## config.mk

```make
export PLATFORM = sky130hd
export DESIGN_NAME = acc_control_unit
export DESIGN_NICKNAME = d
export VERILOG_FILES = /design/src/acc_pkg.sv /design/src/acc_wb_master.sv /design/src/acc_hash_pass.sv /design/src/acc_job_ctrl.sv /design/src/acc_control_unit.sv
export SDC_FILE = /design/constraint.sdc
export NUM_CORES = 1
export LEC_CHECK = 0
export BUFFER_PORTS_ARGS = -buffer_cell sky130_fd_sc_hd__buf_4
export CAP_MARGIN = 20
export CORE_AREA = 2 2 344 346
export DETAILED_ROUTE_END_ITERATION = 12
export DIE_AREA = 0 0 346 348
export HOLD_SLACK_MARGIN = 0.15
export SYNTH_ARGS = -nofsm -noshare
export SYNTH_HDL_FRONTEND = slang
export SYNTH_SLANG_ARGS = --single-unit
```

## constraint.sdc

```tcl
create_clock -name clk -period 4.65 [get_ports clk]
set_clock_uncertainty 0.1 [all_clocks]
set_input_delay 0.2325 -clock clk [delete_from_list [all_inputs] [get_ports clk]]
set_output_delay 0.2325 -clock clk [all_outputs]
set_load 0.01 [all_outputs]
```

## src/acc_pkg.sv

```systemverilog
`default_nettype none

package acc_pkg;

    // ========================================================================
    // Widths
    // ========================================================================

    localparam int addr_w       = 16;
    localparam int wr_data_w    = 32;
    localparam int rd_data_w    = 512;
    localparam int digest_w     = 256;
    localparam int digest_words = 8;
    localparam int hash_rounds  = 64;
    localparam int pass_count   = 3;

    // ========================================================================
    // Memory map and status codes
    // ========================================================================

    // Host and accelerator communication blocks
    localparam logic [addr_w-1:0] hcb_start_addr  = 16'h1000;
    localparam logic [addr_w-1:0] acb_start_addr  = 16'h5000;
    // Digest word 0 sits two words past the status word
    localparam logic [addr_w-1:0] acb_h0_addr     = acb_start_addr + 16'h0008;

    // Header halves live on either side of the HCB base
    localparam logic [addr_w-1:0] hdr_addr_first  = hcb_start_addr + 16'h0010;
    localparam logic [addr_w-1:0] hdr_addr_second = hcb_start_addr - 16'h0030;

    localparam logic [wr_data_w-1:0] status_busy = 32'd5;
    localparam logic [wr_data_w-1:0] status_done = 32'd2;

    // ========================================================================
    // Bus and control types
    // ========================================================================

    // CPU store bus as snooped by the accelerator
    typedef struct packed {
        logic                 en;
        logic [addr_w-1:0]    addr;
        logic [wr_data_w-1:0] data;
    } mmio_snoop_t;

    // One single-beat transfer request
    typedef struct packed {
        logic                 we;
        logic [addr_w-1:0]    adr;
        logic [wr_data_w-1:0] dat;
    } mem_cmd_t;

    // Master to slave half of the Wishbone bus
    typedef struct packed {
        logic                 cyc;
        logic                 stb;
        logic                 we;
        logic [addr_w-1:0]    adr;
        logic [wr_data_w-1:0] dat;
    } wb_req_t;

    // Slave to master half, read data is one header half
    typedef struct packed {
        logic                 ack;
        logic [rd_data_w-1:0] dat;
    } wb_rsp_t;

    // Scheduler and compressor strobes
    typedef struct packed {
        logic ms_init;
        logic ms_enable;
        logic cm_is_hashing;
        logic cm_update_a_h;
        logic cm_update_h0_7;
        logic cm_rst_hash_n;     // Active low
        logic should_save_hash;
    } hash_ctrl_t;

    typedef logic [6:0] round_cnt_t;
    typedef logic [1:0] stage_t;

endpackage

`default_nettype wire

```

## src/acc_wb_master.sv

```systemverilog
`default_nettype none

module acc_wb_master (
    input  logic             clk,
    input  logic             rst_n,
    input  logic             cmd_valid,
    input  acc_pkg::mem_cmd_t cmd,
    output logic             cmd_done,
    output acc_pkg::wb_req_t wb_req,
    input  acc_pkg::wb_rsp_t wb_rsp
);

    import acc_pkg::*;

    // Transfer in flight, drives both cyc and stb
    logic     cyc_q;
    // Captured command, held stable for the whole cycle
    mem_cmd_t cmd_q;

    // ========================================================================
    // Bus cycle control
    // ========================================================================

    always_ff @(posedge clk) begin
        if (!rst_n) begin
            cyc_q <= 1'b0;
        end else if (cyc_q) begin
            // Slave ends the cycle, drop cyc on the next edge
            if (wb_rsp.ack) begin
                cyc_q <= 1'b0;
            end
        end else if (cmd_valid) begin
            cyc_q <= 1'b1;
        end
    end

    // Payload only loads while idle so adr/we/dat cannot move mid-cycle
    always_ff @(posedge clk) begin
        if (!cyc_q && cmd_valid) begin
            cmd_q <= cmd;
        end
    end

    // Completion is the ack itself, read data is valid in this cycle
    assign cmd_done = cyc_q & wb_rsp.ack;

    // Classic single transfer, stb follows cyc
    always_comb begin
        wb_req.cyc = cyc_q;
        wb_req.stb = cyc_q;
        wb_req.we  = cmd_q.we;
        wb_req.adr = cmd_q.adr;
        wb_req.dat = cmd_q.dat;
    end

endmodule

`default_nettype wire

```

## src/acc_hash_pass.sv

```systemverilog
`default_nettype none

module acc_hash_pass (
    input  logic                clk,
    input  logic                rst_n,
    input  logic                pass_start,
    input  logic                chain,
    output logic                pass_done,
    output acc_pkg::hash_ctrl_t hash_ctrl,
    output acc_pkg::round_cnt_t cm_cycle_count
);

    import acc_pkg::*;

    typedef enum logic [2:0] {
        st_idle,
        st_reset,      // Clear working hash
        st_load,       // [A:H] <- [H0:H7], scheduler init
        st_rounds,     // 64 compression rounds
        st_settle,     // Count at 64, cleared here
        st_fold,       // [H0:H7] <- [H0:H7] + [A:H]
        st_save        // Intermediate hash saved, pass complete
    } pass_state_t;

    pass_state_t state_q;
    round_cnt_t  round_q;

    // ========================================================================
    // Pass sequencer
    // ========================================================================

    always_ff @(posedge clk) begin
        if (!rst_n) begin
            state_q <= st_idle;
        end else begin
            case (state_q)
                st_idle: begin
                    // Chained pass keeps the running hash
                    if (pass_start) begin
                        state_q <= chain ? st_load : st_reset;
                    end
                end
                st_reset:  state_q <= st_load;
                st_load:   state_q <= st_rounds;
                st_rounds: begin
                    if (round_q == round_cnt_t'(hash_rounds - 1)) begin
                        state_q <= st_settle;
                    end
                end
                st_settle: state_q <= st_fold;
                st_fold:   state_q <= st_save;
                st_save:   state_q <= st_idle;
                default:   state_q <= st_idle;
            endcase
        end
    end

    // Round counter, visible to the compressor as the K/W index
    always_ff @(posedge clk) begin
        if (!rst_n) begin
            round_q <= '0;
        end else if (state_q == st_rounds) begin
            round_q <= round_q + 1'b1;
        end else if (state_q == st_settle) begin
            round_q <= '0;
        end
    end

    assign cm_cycle_count = round_q;
    assign pass_done      = (state_q == st_save);

    // Strobes decoded straight from state
    always_comb begin
        hash_ctrl.ms_init          = (state_q == st_load);
        hash_ctrl.cm_update_a_h    = (state_q == st_load);
        hash_ctrl.ms_enable        = (state_q == st_rounds);
        hash_ctrl.cm_is_hashing    = (state_q == st_rounds);
        hash_ctrl.cm_update_h0_7   = (state_q == st_fold);
        hash_ctrl.cm_rst_hash_n    = (state_q != st_reset);
        hash_ctrl.should_save_hash = (state_q == st_save);
    end

endmodule

`default_nettype wire

```

## src/acc_job_ctrl.sv

```systemverilog
`default_nettype none

module acc_job_ctrl (
    input  logic                           clk,
    input  logic                           rst_n,
    input  acc_pkg::mmio_snoop_t           snoop,
    input  logic [acc_pkg::digest_w-1:0]   cm_out,
    output logic                           cmd_valid,
    output acc_pkg::mem_cmd_t              cmd,
    input  logic                           cmd_done,
    output logic                           pass_start,
    output logic                           chain,
    input  logic                           pass_done,
    output acc_pkg::stage_t                msg_sel,
    output logic                           do_buf_hdr
);

    import acc_pkg::*;

    typedef enum logic [2:0] {
        st_idle,
        st_hdr1,       // First header half
        st_busy,       // Busy status write
        st_pass,       // One compression pass
        st_hdr2,       // Second header half, between pass 1 and 2
        st_digest,     // Digest write-back loop
        st_done        // Done status write
    } job_state_t;

    job_state_t                      state_q;
    // High in the first cycle of every state, launches its transfer or pass
    logic                            kick_q;
    stage_t                          stage_q;
    logic [$clog2(digest_words)-1:0] word_q;
    logic                            start;
    logic                            last_stage;
    logic                            last_word;

    // Only a valid-bit store to the status word counts, and only when idle
    assign start = (state_q == st_idle) && snoop.en
                   && (snoop.addr == acb_start_addr) && snoop.data[0];

    assign last_stage = (stage_q == stage_t'(pass_count - 1));
    assign last_word  = (word_q == ($bits(word_q))'(digest_words - 1));

    // ========================================================================
    // Job sequencer
    // ========================================================================

    always_ff @(posedge clk) begin
        if (!rst_n) begin
            state_q <= st_idle;
            kick_q  <= 1'b0;
            stage_q <= '0;
            word_q  <= '0;
        end else begin
            kick_q <= 1'b0;
            case (state_q)
                st_idle: begin
                    if (start) begin
                        state_q <= st_hdr1;
                        kick_q  <= 1'b1;
                    end
                end
                st_hdr1: begin
                    if (cmd_done) begin
                        state_q <= st_busy;
                        kick_q  <= 1'b1;
                    end
                end
                st_busy: begin
                    if (cmd_done) begin
                        state_q <= st_pass;
                        kick_q  <= 1'b1;
                    end
                end
                st_pass: begin
                    if (pass_done) begin
                        kick_q <= 1'b1;
                        if (last_stage) begin
                            state_q <= st_digest;
                        end else begin
                            // Second header half is needed before pass 2 only
                            state_q <= (stage_q == '0) ? st_hdr2 : st_pass;
                            stage_q <= stage_q + 1'b1;
                        end
                    end
                end
                st_hdr2: begin
                    if (cmd_done) begin
                        state_q <= st_pass;
                        kick_q  <= 1'b1;
                    end
                end
                st_digest: begin
                    // One write per digest word, low word first
                    if (cmd_done) begin
                        kick_q <= 1'b1;
                        word_q <= word_q + 1'b1;
                        if (last_word) begin
                            state_q <= st_done;
                        end
                    end
                end
                st_done: begin
                    if (cmd_done) begin
                        state_q <= st_idle;
                        stage_q <= '0;
                    end
                end
                default: state_q <= st_idle;
            endcase
        end
    end

    // ========================================================================
    // Command and pass outputs
    // ========================================================================

    assign cmd_valid  = kick_q && (state_q != st_pass) && (state_q != st_idle);
    assign pass_start = kick_q && (state_q == st_pass);
    // Pass 2 continues from the hash of pass 1
    assign chain      = (stage_q == stage_t'(1));
    assign msg_sel    = stage_q;
    // Header buffer captures read data in the ack cycle
    assign do_buf_hdr = cmd_done && ((state_q == st_hdr1) || (state_q == st_hdr2));

    always_comb begin
        cmd.we  = 1'b0;
        cmd.adr = '0;
        cmd.dat = '0;
        case (state_q)
            st_hdr1: cmd.adr = hdr_addr_first;
            st_hdr2: cmd.adr = hdr_addr_second;
            st_busy: begin
                cmd.we  = 1'b1;
                cmd.adr = acb_start_addr;
                cmd.dat = status_busy;
            end
            st_digest: begin
                cmd.we  = 1'b1;
                cmd.adr = acb_h0_addr + addr_w'(word_q) * addr_w'(wr_data_w / 8);
                cmd.dat = cm_out[wr_data_w * word_q +: wr_data_w];
            end
            st_done: begin
                cmd.we  = 1'b1;
                cmd.adr = acb_start_addr;
                cmd.dat = status_done;
            end
            default: cmd.we = 1'b0;
        endcase
    end

endmodule

`default_nettype wire

```

## src/acc_control_unit.sv

```systemverilog
`default_nettype none

module acc_control_unit (
    input  logic                         clk,
    input  logic                         rst_n,
    input  acc_pkg::mmio_snoop_t         snoop,
    output acc_pkg::wb_req_t             wb_req,
    input  acc_pkg::wb_rsp_t             wb_rsp,
    input  logic [acc_pkg::digest_w-1:0] cm_out,
    output acc_pkg::hash_ctrl_t          hash_ctrl,
    output acc_pkg::round_cnt_t          cm_cycle_count,
    output acc_pkg::stage_t              msg_sel,
    output logic                         do_buf_hdr
);

    import acc_pkg::*;

    // Job sequencer to bus master
    logic     cmd_valid;
    mem_cmd_t cmd;
    logic     cmd_done;
    // Job sequencer to pass sequencer
    logic     pass_start;
    logic     chain;
    logic     pass_done;

    acc_job_ctrl u_job_ctrl (
        .clk        (clk),
        .rst_n      (rst_n),
        .snoop      (snoop),
        .cm_out     (cm_out),
        .cmd_valid  (cmd_valid),
        .cmd        (cmd),
        .cmd_done   (cmd_done),
        .pass_start (pass_start),
        .chain      (chain),
        .pass_done  (pass_done),
        .msg_sel    (msg_sel),
        .do_buf_hdr (do_buf_hdr)
    );

    acc_wb_master u_wb_master (
        .clk       (clk),
        .rst_n     (rst_n),
        .cmd_valid (cmd_valid),
        .cmd       (cmd),
        .cmd_done  (cmd_done),
        .wb_req    (wb_req),
        .wb_rsp    (wb_rsp)
    );

    acc_hash_pass u_hash_pass (
        .clk            (clk),
        .rst_n          (rst_n),
        .pass_start     (pass_start),
        .chain          (chain),
        .pass_done      (pass_done),
        .hash_ctrl      (hash_ctrl),
        .cm_cycle_count (cm_cycle_count)
    );

endmodule

`default_nettype wire

```

==> results of run 1 <==
final timing paths:
| path | end | slack, ps |
|---|---|---|
| worst max-delay path | u_wb_master.wb_req[2] | 1560 |
| worst min-delay path | u_job_ctrl.state_q[0] | 190 |
| worst max register to register | u_wb_master.wb_req[2] | 1560 |
| worst min register to register | u_hash_pass.state_q[0] | 410 |
critical path, stage by stage (launching register included):
cell,delay [ps]
dfxtp_4,680
mux4_2,580
mux2i_1,1090
o22ai_1,240
state kept, by name, summed over array words and instances (netlist names):
register	cells
u_job_ctrl.state_q	3
u_job_ctrl.kick_q	1
u_job_ctrl.word_q	3
u_hash_pass.state_q	3
u_wb_master.cyc_q	1
u_job_ctrl.msg_sel	2
u_hash_pass.cm_cycle_count	7
u_wb_master.wb_req	40
placed cells by master, fill, tap and decap left out, types with 2 or more instances in the layout:
| cell | netlist | routed |
|---|---|---|
| nor4_1 | 4 | 4 |
| edfxtp_1 | 40 | 40 |
| clkinv_2 | 0 | 2 |
| nor3_1 | 7 | 7 |
| nor2b_1 | 2 | 2 |
| mux2i_1 | 32 | 32 |
| inv_1 | 10 | 10 |
| nand2_1 | 13 | 13 |
| o21ai_1 | 2 | 2 |
| and4_1 | 2 | 2 |
| mux4_2 | 64 | 64 |
| o22ai_1 | 3 | 3 |
| nand4_1 | 3 | 3 |
| buf_6 | 7 | 2 |
| o21ai_0 | 9 | 9 |
| nand3b_1 | 4 | 4 |
| buf_12 | 0 | 3 |
| diode_2 | 0 | 5 |
| xnor2_1 | 2 | 2 |
| dfxtp_4 | 0 | 3 |
| o21a_1 | 3 | 3 |
| nand2b_1 | 7 | 7 |
| nand3_1 | 7 | 7 |
| inv_4 | 0 | 2 |
| nor2_1 | 46 | 46 |
| conb_1 | 1 | 4 |
| a21oi_1 | 13 | 13 |
| inv_6 | 0 | 2 |
| xor2_1 | 2 | 2 |
| buf_4 | 14 | 343 |
| clkbuf_16 | 0 | 9 |
| dlygate4sd3_1 | 0 | 2 |
| dfxtp_1 | 20 | 17 |
| ha_1 | 8 | 8 |
| and3_1 | 6 | 6 |
synth_stat cells (all sizes together), types with 6 or more instances:
cell type and number:
nand2b 7, dfxtp 20, buf 38, ha 8, o21ai 11, nand3 7, a21oi 13, nor3 7
nand2 13, inv 11, mux4 64, mux2i 32, clkbuf 9, and3 6, nor2 46, edfxtp 40
routing by layer:
metal	vias up	global-route usage (%)	wire [um]
met5	-	0	22
met1	2202	7.426	15700
met3	24	2.132	2899
met2	320	7.872	13570
li1	2139	-	-
met4	4	1.052	440
stage by stage:
step / utilization, % / total power [mW]
after floorplan: - / 0.7045
after global placement: 7.689 / 0.9056
after detailed placement: 7.699 / 0.9116
after CTS: 7.950 / 1.664
after global routing: 7.964 / 1.710
final: 7.971 / 1.602
cell type report:
cell class                 instances  area [sq um]
inverter                          11         41.29
clock inverter                     7         48.80
timing repair buffer             350          2678
antenna                            5         12.51
tap                             1536          1922
fill                           13680        107700
sequential                        60          1613
multi-input combinational        269          2784
clock buffer                       9         225.2
power groups by stage:
stage                     sequential, mW  combinational [mW]  clock (mW)
after CTS                          0.587               0.314       0.764
after global placement             0.598               0.307           0
final                              0.588               0.311       0.703
after floorplan                    0.583               0.122           0
after detailed placement           0.599               0.313           0
after global routing               0.589               0.338       0.783
logic make-up after synthesis:
group / after synthesis / share of synthesized area, %
buffers and inverters: 58 / 7.226
xor gates and xnor gates: 4 / 0.7440
adders and majority gates: 8 / 2.125
and+or+nand+nor: 110 / 11.69
other: 1 / 0.07963
AOI/OAI and AO/OA: 45 / 6.244
muxes: 98 / 37.89
DFF: 60 / 34.01
==> impl_metrics.tcl, run 1 <==
set metrics [dict create \
    status "finished, final reports clean" \
    cts_max_level 3 \
    critPathKind "register to register" \
    clock-sinks 60 \
    comb_power_share_pct 19.4 \
    hold_path.class "input pin to register" \
    dpl.cell_count 2223 \
    numPortBuffers 340 \
    max-cap-violations 0 \
    ios 888 \
    syn_area_sq_um 4710 \
    yosysTopAreaCellShare_pct 30.61 \
    critPathMaxFanout 21 \
    vias 4689 \
    fin_cells 2247 \
    cts_buffer_depth 2 \
    die_x_um 346 \
    ir_drop_mv 0.1662 \
    swShare_pct 28.48 \
    r2r-start "u_job_ctrl.word_q[0]" \
    min-delay-start "snoop[35]" \
    period_needed_ps 3088 \
    die-area_sq_um 120400 \
    crit_start "u_job_ctrl.word_q[0]" \
    grt_usage_pct 5.388 \
    relSlewSlack_pct 2.393 \
    synth_area_leaders "mux4_2 (31%), edfxtp_1 (26%), dfxtp_1 (8.5%)" \
    timing.fmax_mhz 323.8 \
    cp.required_ps 4600 \
    powerDensity_nw_per_um2 171.8 \
    dp_slack_ps 1784 \
    dpl.hpwl_mm 28.44 \
    routed_via_density 2.087 \
    cts_resized 0 \
    grt_max_degree 48 \
    hold_ws_ps 188.8 \
    worst_setup_path_start_kind "register" \
    drc 0 \
    synth_cell_types 56 \
    dr.pass1.iters 7 \
    min_path_cells 4 \
    rows 126 \
    finalHoldViolCount 0 \
    tightest_slew_ps 1423 \
    fin_area_sq_um 9324 \
    drv_slew 0 \
    cts_buffers 9 \
    grt_pass1_wl_mm 42.44 \
    die_h_um 348 \
    cts_tree "built" \
    async_flop_share_pct 0 \
    core-area_sq_um 117000 \
    ys_seq_area_share_pct 34.01 \
    p_seq_share_pct 36.7 \
    grt_pass1_vias 5210 \
    clk_pin_slew_ps 80 \
    arrival_ps 3040 \
    syn-instance-count 384 \
    synth_edf_count 40 \
    final-setup-viol-count 0 \
    syn_area_per_cell_sq_um 12.26 \
    wl_per_cell_um 14.52 \
    post-cts-setup-buffer-count 0 \
    tns_ps 0 \
    synthFlopType "edfxtp_1" \
    ff2ff_path_depth 3 \
    grt_antenna_before_repair 16 \
    fin_nets 1529 \
    p_leak_nw 3.146 \
    ys_seq_elements 60 \
    place_area_sq_um 9006 \
    drt_wl_total_mm 32.63 \
    yosysTopAreaCell "mux4_2" \
    clock_latency_ps 370 \
    grt_overflow 0 \
    crit_path_end_kind "register" \
    place_congestion 0.8918 \
    post-route-period-util_pct 66.41 \
    pwr-share-clk_pct 43.9 \
    area_growth_syn_to_layout_pct 97.98 \
    intPower_mw 1.146 \
    setup_ws_ps 1562 \
    drt_iter0_drc 102 \
    ant_nets 0 \
    cts-root-buf "clkbuf_16" \
    drive_above_1_share_pct 61.76 \
    postCtsHoldBufs 2 \
    yosys_warnings 0 \
    initial_core_util_pct 4.026 \
    switchingPower_mw 0.4562 \
    grt_setup_unrepaired "no" \
]
(Power assumes the default switching activity.)
==> inputs of run 2 (changes only) <==
==> constraint.sdc (replaced) <==
create_clock -name clk -period 3.05 [get_ports clk]
set_clock_uncertainty 0.1 [all_clocks]
set_input_delay 0.1525 -clock clk [delete_from_list [all_inputs] [get_ports clk]]
set_output_delay 0.1525 -clock clk [all_outputs]
set_load 0.01 [all_outputs]
==> impl_metrics.tcl, run 2 (synthesis results as in run 1) <==
set metrics [dict create \
    numPortBuffers 340 \
    cts_buffers 9 \
    setup_ws_ps 229.4 \
    critPathKind "input pin to register" \
    fin_nets 1549 \
    ios 888 \
    p_leak_nw 3.269 \
    place_congestion 0.8300 \
    cts-root-buf "clkbuf_16" \
    tns_ps 0 \
    wl_met3_mm 2.701 \
    hold_path.class "input pin to register" \
    post-route-util_pct 8.169 \
    pwr-share-clk_pct 47.6 \
    ant_nets 0 \
    area_growth_syn_to_layout_pct 102.9 \
    grt_max_degree 42 \
    tightest_slew_ps 635.7 \
    clock-sinks 60 \
    routed_via_density 2.098 \
    post-route-period-util_pct 92.48 \
    relSlewSlack_pct 57.56 \
    switchingPower_mw 0.7323 \
    drv_slew 0 \
    cts_buffer_depth 2 \
    arrival_ps 3000 \
    clock_latency_ps 370 \
    p_seq_share_pct 34.0 \
    timing.fmax_mhz 354.5 \
    powerDensity_nw_per_um2 275.0 \
    max-cap-violations 0 \
    crit_path_end_kind "register" \
    ir_drop_mv 0.2199 \
    cts_max_level 3 \
    dpl.hpwl_mm 27.57 \
    post-cts-setup-buffer-count 0 \
    regArea_sq_um 1613 \
    drt_iter0_drc 136 \
    layout_commonest_cell "buf_4" \
    top_layer "met5" \
    die-area_sq_um 120400 \
    grt_pass1_wl_mm 41.22 \
    grt_pass1_vias 5177 \
    dr.pass1.iters 4 \
    grt_overflow 0 \
    routed-wl-met2_mm 13.22 \
    period_needed_ps 2821 \
    core-area_sq_um 117000 \
    critPathMaxFanout 2 \
    grt_antenna_before_repair 14 \
    swShare_pct 27.86 \
    drc 0 \
    drt_wl_total_mm 31.61 \
    finalHoldViolCount 0 \
    cts_tree "built" \
    final_cell_mix "buf_4 (357), mux4_2 (64), nor2_1 (46)" \
    vias 4747 \
    dp_slack_ps 885.7 \
    num-fill-cells 13700 \
    worst_setup_path_start_kind "input pin" \
    initial_core_util_pct 4.026 \
    clk_pin_slew_ps 80 \
    drive_above_1_share_pct 61.98 \
    multiInputGateArea_sq_um 2790 \
    final-setup-viol-count 0 \
    rows 126 \
    status "finished, final reports clean" \
    wl_met1_mm 15.22 \
    die_x_um 346 \
    largest_reg_flops 40 \
    comb_power_share_pct 18.4 \
    wl_per_cell_um 13.97 \
    grt_setup_unrepaired "no" \
    die_h_um 348 \
    grt_usage_pct 5.197 \
    intPower_mw 1.896 \
    cp.required_ps 3230 \
]
-- run 2: worst max-delay path: stages --
cell,delay [ps]
dlygate4sd3_1,540
buf_4,130
or4b_1,490
dlygate4sd3_1,580
or3_1,310
dlygate4sd3_1,580
a221oi_2,230
-- run 2: worst paths after layout --
path	to	slack [ps]	from	depth (start not counted)
setup / recovery	u_job_ctrl.state_q[0]	230	snoop[35]	7
hold / removal	u_wb_master.wb_req[29]	210	cm_out[29]	4
setup reg to reg	u_wb_master.wb_req[8]	900	u_job_ctrl.word_q[0]	5
hold reg to reg	u_hash_pass.state_q[0]	420	u_job_ctrl.kick_q	2
-- run 2: layout make-up --
class / count / area share, %
Antenna cell: 1 / 0.02619
Clock buffer: 10 / 2.619
Clock inverter: 6 / 0.7987
Inverter: 11 / 0.4321
Multi-Input combinational cell: 269 / 29.20
Sequential cell: 60 / 16.88
Tap cell: 1536 / 20.11
Timing Repair Buffer: 370 / 29.93
-- run 2: power by group through the flow --
stage / registers (mW) / logic, mW / clock network [mW]
2_1_floorplan: 0.888 / 0.187 / 0
3_3_place_gp: 0.913 / 0.475 / 0
3_5_place_dp: 0.912 / 0.481 / 0
4_1_cts: 0.894 / 0.489 / 1.33
5_1_grt: 0.899 / 0.520 / 1.35
6_report: 0.894 / 0.483 / 1.25
-- run 2: through the flow --
stage	hold slack, ps	cells	power [mW]	area [sq um]
6_report	210.7	2263	2.628	9555
4_1_cts	161.1	2262	2.710	9553
3_5_place_dp	369.5	2238	1.394	9146
3_3_place_gp	374.8	2238	1.387	9146
5_1_grt	185.6	2263	2.766	9555
2_1_floorplan	270.3	387	1.075	4726
-- run 2: repair_timing --
item / CTS / global route
gates resized for setup: 0 / 0
hold buffers: 8 / 0
hold endpoints to repair: 9 / 0
-- run 2: metal layers --
metal	vias to the layer above	GRT usage [%]
met5	-	0
met4	2	1.132
met3	26	1.887
met2	331	7.700
met1	2211	7.138
li1	2177	-
==> inputs of run 3 (changes only) <==
--- a/config.mk
+++ b/config.mk
@@ -11,6 +11,7 @@
 export DETAILED_ROUTE_END_ITERATION = 12
 export DIE_AREA = 0 0 346 348
 export HOLD_SLACK_MARGIN = 0.15
+export RECOVER_POWER = 50
 export SYNTH_ARGS = -nofsm -noshare
 export SYNTH_HDL_FRONTEND = slang
 export SYNTH_SLANG_ARGS = --single-unit
==> impl_metrics.tcl, run 3 (synthesis results as in run 1) <==
set metrics [dict create \
    cts_resized 0 \
    post-route-period-util_pct 92.57 \
    layout_commonest_cell "buf_4" \
    arrival_ps 3000 \
    postCtsHoldBufs 8 \
    min_path_cells 4 \
    ant_nets 0 \
    grt_pass1_vias 5177 \
    r2r-start "u_job_ctrl.state_q[0]" \
    crit_path_end_kind "register" \
    relSlewSlack_pct 27.25 \
    critPathKind "input pin to register" \
    initial_core_util_pct 4.026 \
    hold_path.class "input pin to register" \
    ff2ff_setup_slack_ps 470 \
    grt_antenna_before_repair 14 \
    dpl.hpwl_mm 27.57 \
    routed_via_density 2.097 \
    die_h_um 348 \
    area_growth_syn_to_layout_pct 97.90 \
    final-setup-viol-count 0 \
    min-delay-start "cm_out[134]" \
    drt_wl_total_mm 31.70 \
    cts_max_level 3 \
    clk_pin_slew_ps 80 \
    finalPower_mw 2.618 \
    die_x_um 346 \
    core-area_sq_um 117000 \
    worstHoldEndpoint "u_wb_master.wb_req[6]" \
    grt_max_degree 42 \
    final_cell_mix "buf_4 (298), mux4_2 (64), clkbuf_1 (59)" \
    cts-root-buf "clkbuf_16" \
    powerDensity_nw_per_um2 280.9 \
    dpl.cell_count 2238 \
    dr.pass1.iters 4 \
    largest_reg_flops 40 \
    cts_tree "built" \
    die-area_sq_um 120400 \
    grt_pass1_wl_mm 41.22 \
    clock_latency_ps 370 \
    rows 126 \
    wl_per_cell_um 14.00 \
    cts_buffer_depth 2 \
    grt_usage_pct 5.197 \
    grt_setup_unrepaired "no" \
    worst_setup_path_start_kind "input pin" \
    drv_slew 0 \
    cp.required_ps 3230 \
    tightest_slew_ps 1091 \
    cts_buffers 9 \
    max-cap-violations 0 \
    drc 0 \
    p_leak_nw 3.039 \
    ir_drop_mv 0.2182 \
    ff2ff_path_depth 5 \
    place_congestion 0.8300 \
    drt_iter0_drc 128 \
    period_needed_ps 2823 \
    vias 4747 \
    r2r-end "u_job_ctrl.word_q[0]" \
    status "finished, final reports clean" \
    drive_above_1_share_pct 53.72 \
    finalHoldViolCount 0 \
    ios 888 \
    grt_overflow 0 \
    num-fill-cells 13770 \
    post-cts-setup-buffer-count 0 \
    critPathMaxFanout 2 \
    fin_nets 1549 \
    timing.fmax_mhz 354.2 \
    fin_cells 2264 \
    tns_ps 0 \
    clock-sinks 60 \
    numPortBuffers 340 \
]
## run 3: cell types whose count changed in the layout (fill, tap and decap cells not counted), sizes merged
cell / delta
buf: -60
clkbuf: +60
diode: +1
## run 3: worst max-delay path, cell delays in order
cell and delay, ps:
dlygate4sd3_1 540, buf_4 130, or4b_1 490, dlygate4sd3_1 580
or3_1 310, dlygate4sd3_1 580, a221oi_2 230
## run 3: per-layer routing
metal | part of all wire, % | GRT usage [%] | vias to the layer above
met3 | 9.0 | 1.887 | 26
met4 | 1.4 | 1.132 | 2
met2 | 42 | 7.700 | 332
met1 | 47 | 7.138 | 2210
met5 | 0.038 | 0 | -
li1 | - | - | 2177
## run 3: per-stage QoR
stage,hold slack (ps),utilization [%],worst slack [ps],area [sq um]
after CTS,161.1,8.166,258.8,9553
after global placement,374.8,7.819,887.2,9146
final,215.5,7.968,226.6,9320
after floorplan,270.3,-,69.26,4726
after global routing,185.6,7.965,126.2,9318
after detailed placement,369.5,7.819,885.7,9146
## run 3: worst max path at each step
stage                             to  slack [ps]                  start  depth (start not counted)
6_report       u_job_ctrl.state_q[0]         230              snoop[35]                          7
4_1_cts        u_job_ctrl.state_q[0]         260              snoop[35]                          7
3_5_place_dp   u_wb_master.wb_req[8]         890   u_job_ctrl.word_q[0]                          5
5_1_grt        u_job_ctrl.state_q[0]         130              snoop[35]                          7
3_3_place_gp   u_wb_master.wb_req[8]         890   u_job_ctrl.word_q[0]                          5
2_1_floorplan  u_wb_master.wb_req[0]          70  u_job_ctrl.state_q[2]                          4
## run 3: power by group
group,switching [mW],internal [mW]
Combinational,0.154,0.329
Clock,0.540,0.701
Sequential,0.0286,0.866
## run 3: area by class of cell
class                   count  area (sq um)  area share, %
diodes                      2         5.005        0.05370
clock buffers              10         250.2          2.685
clock inverters             6         76.32         0.8189
inverters                  11         41.29         0.4430
multi-input cells         269          2789          29.92
flip-flops and latches     60          1613          17.30
well taps                1536          1922          20.62
repair buffers            370          2624          28.15
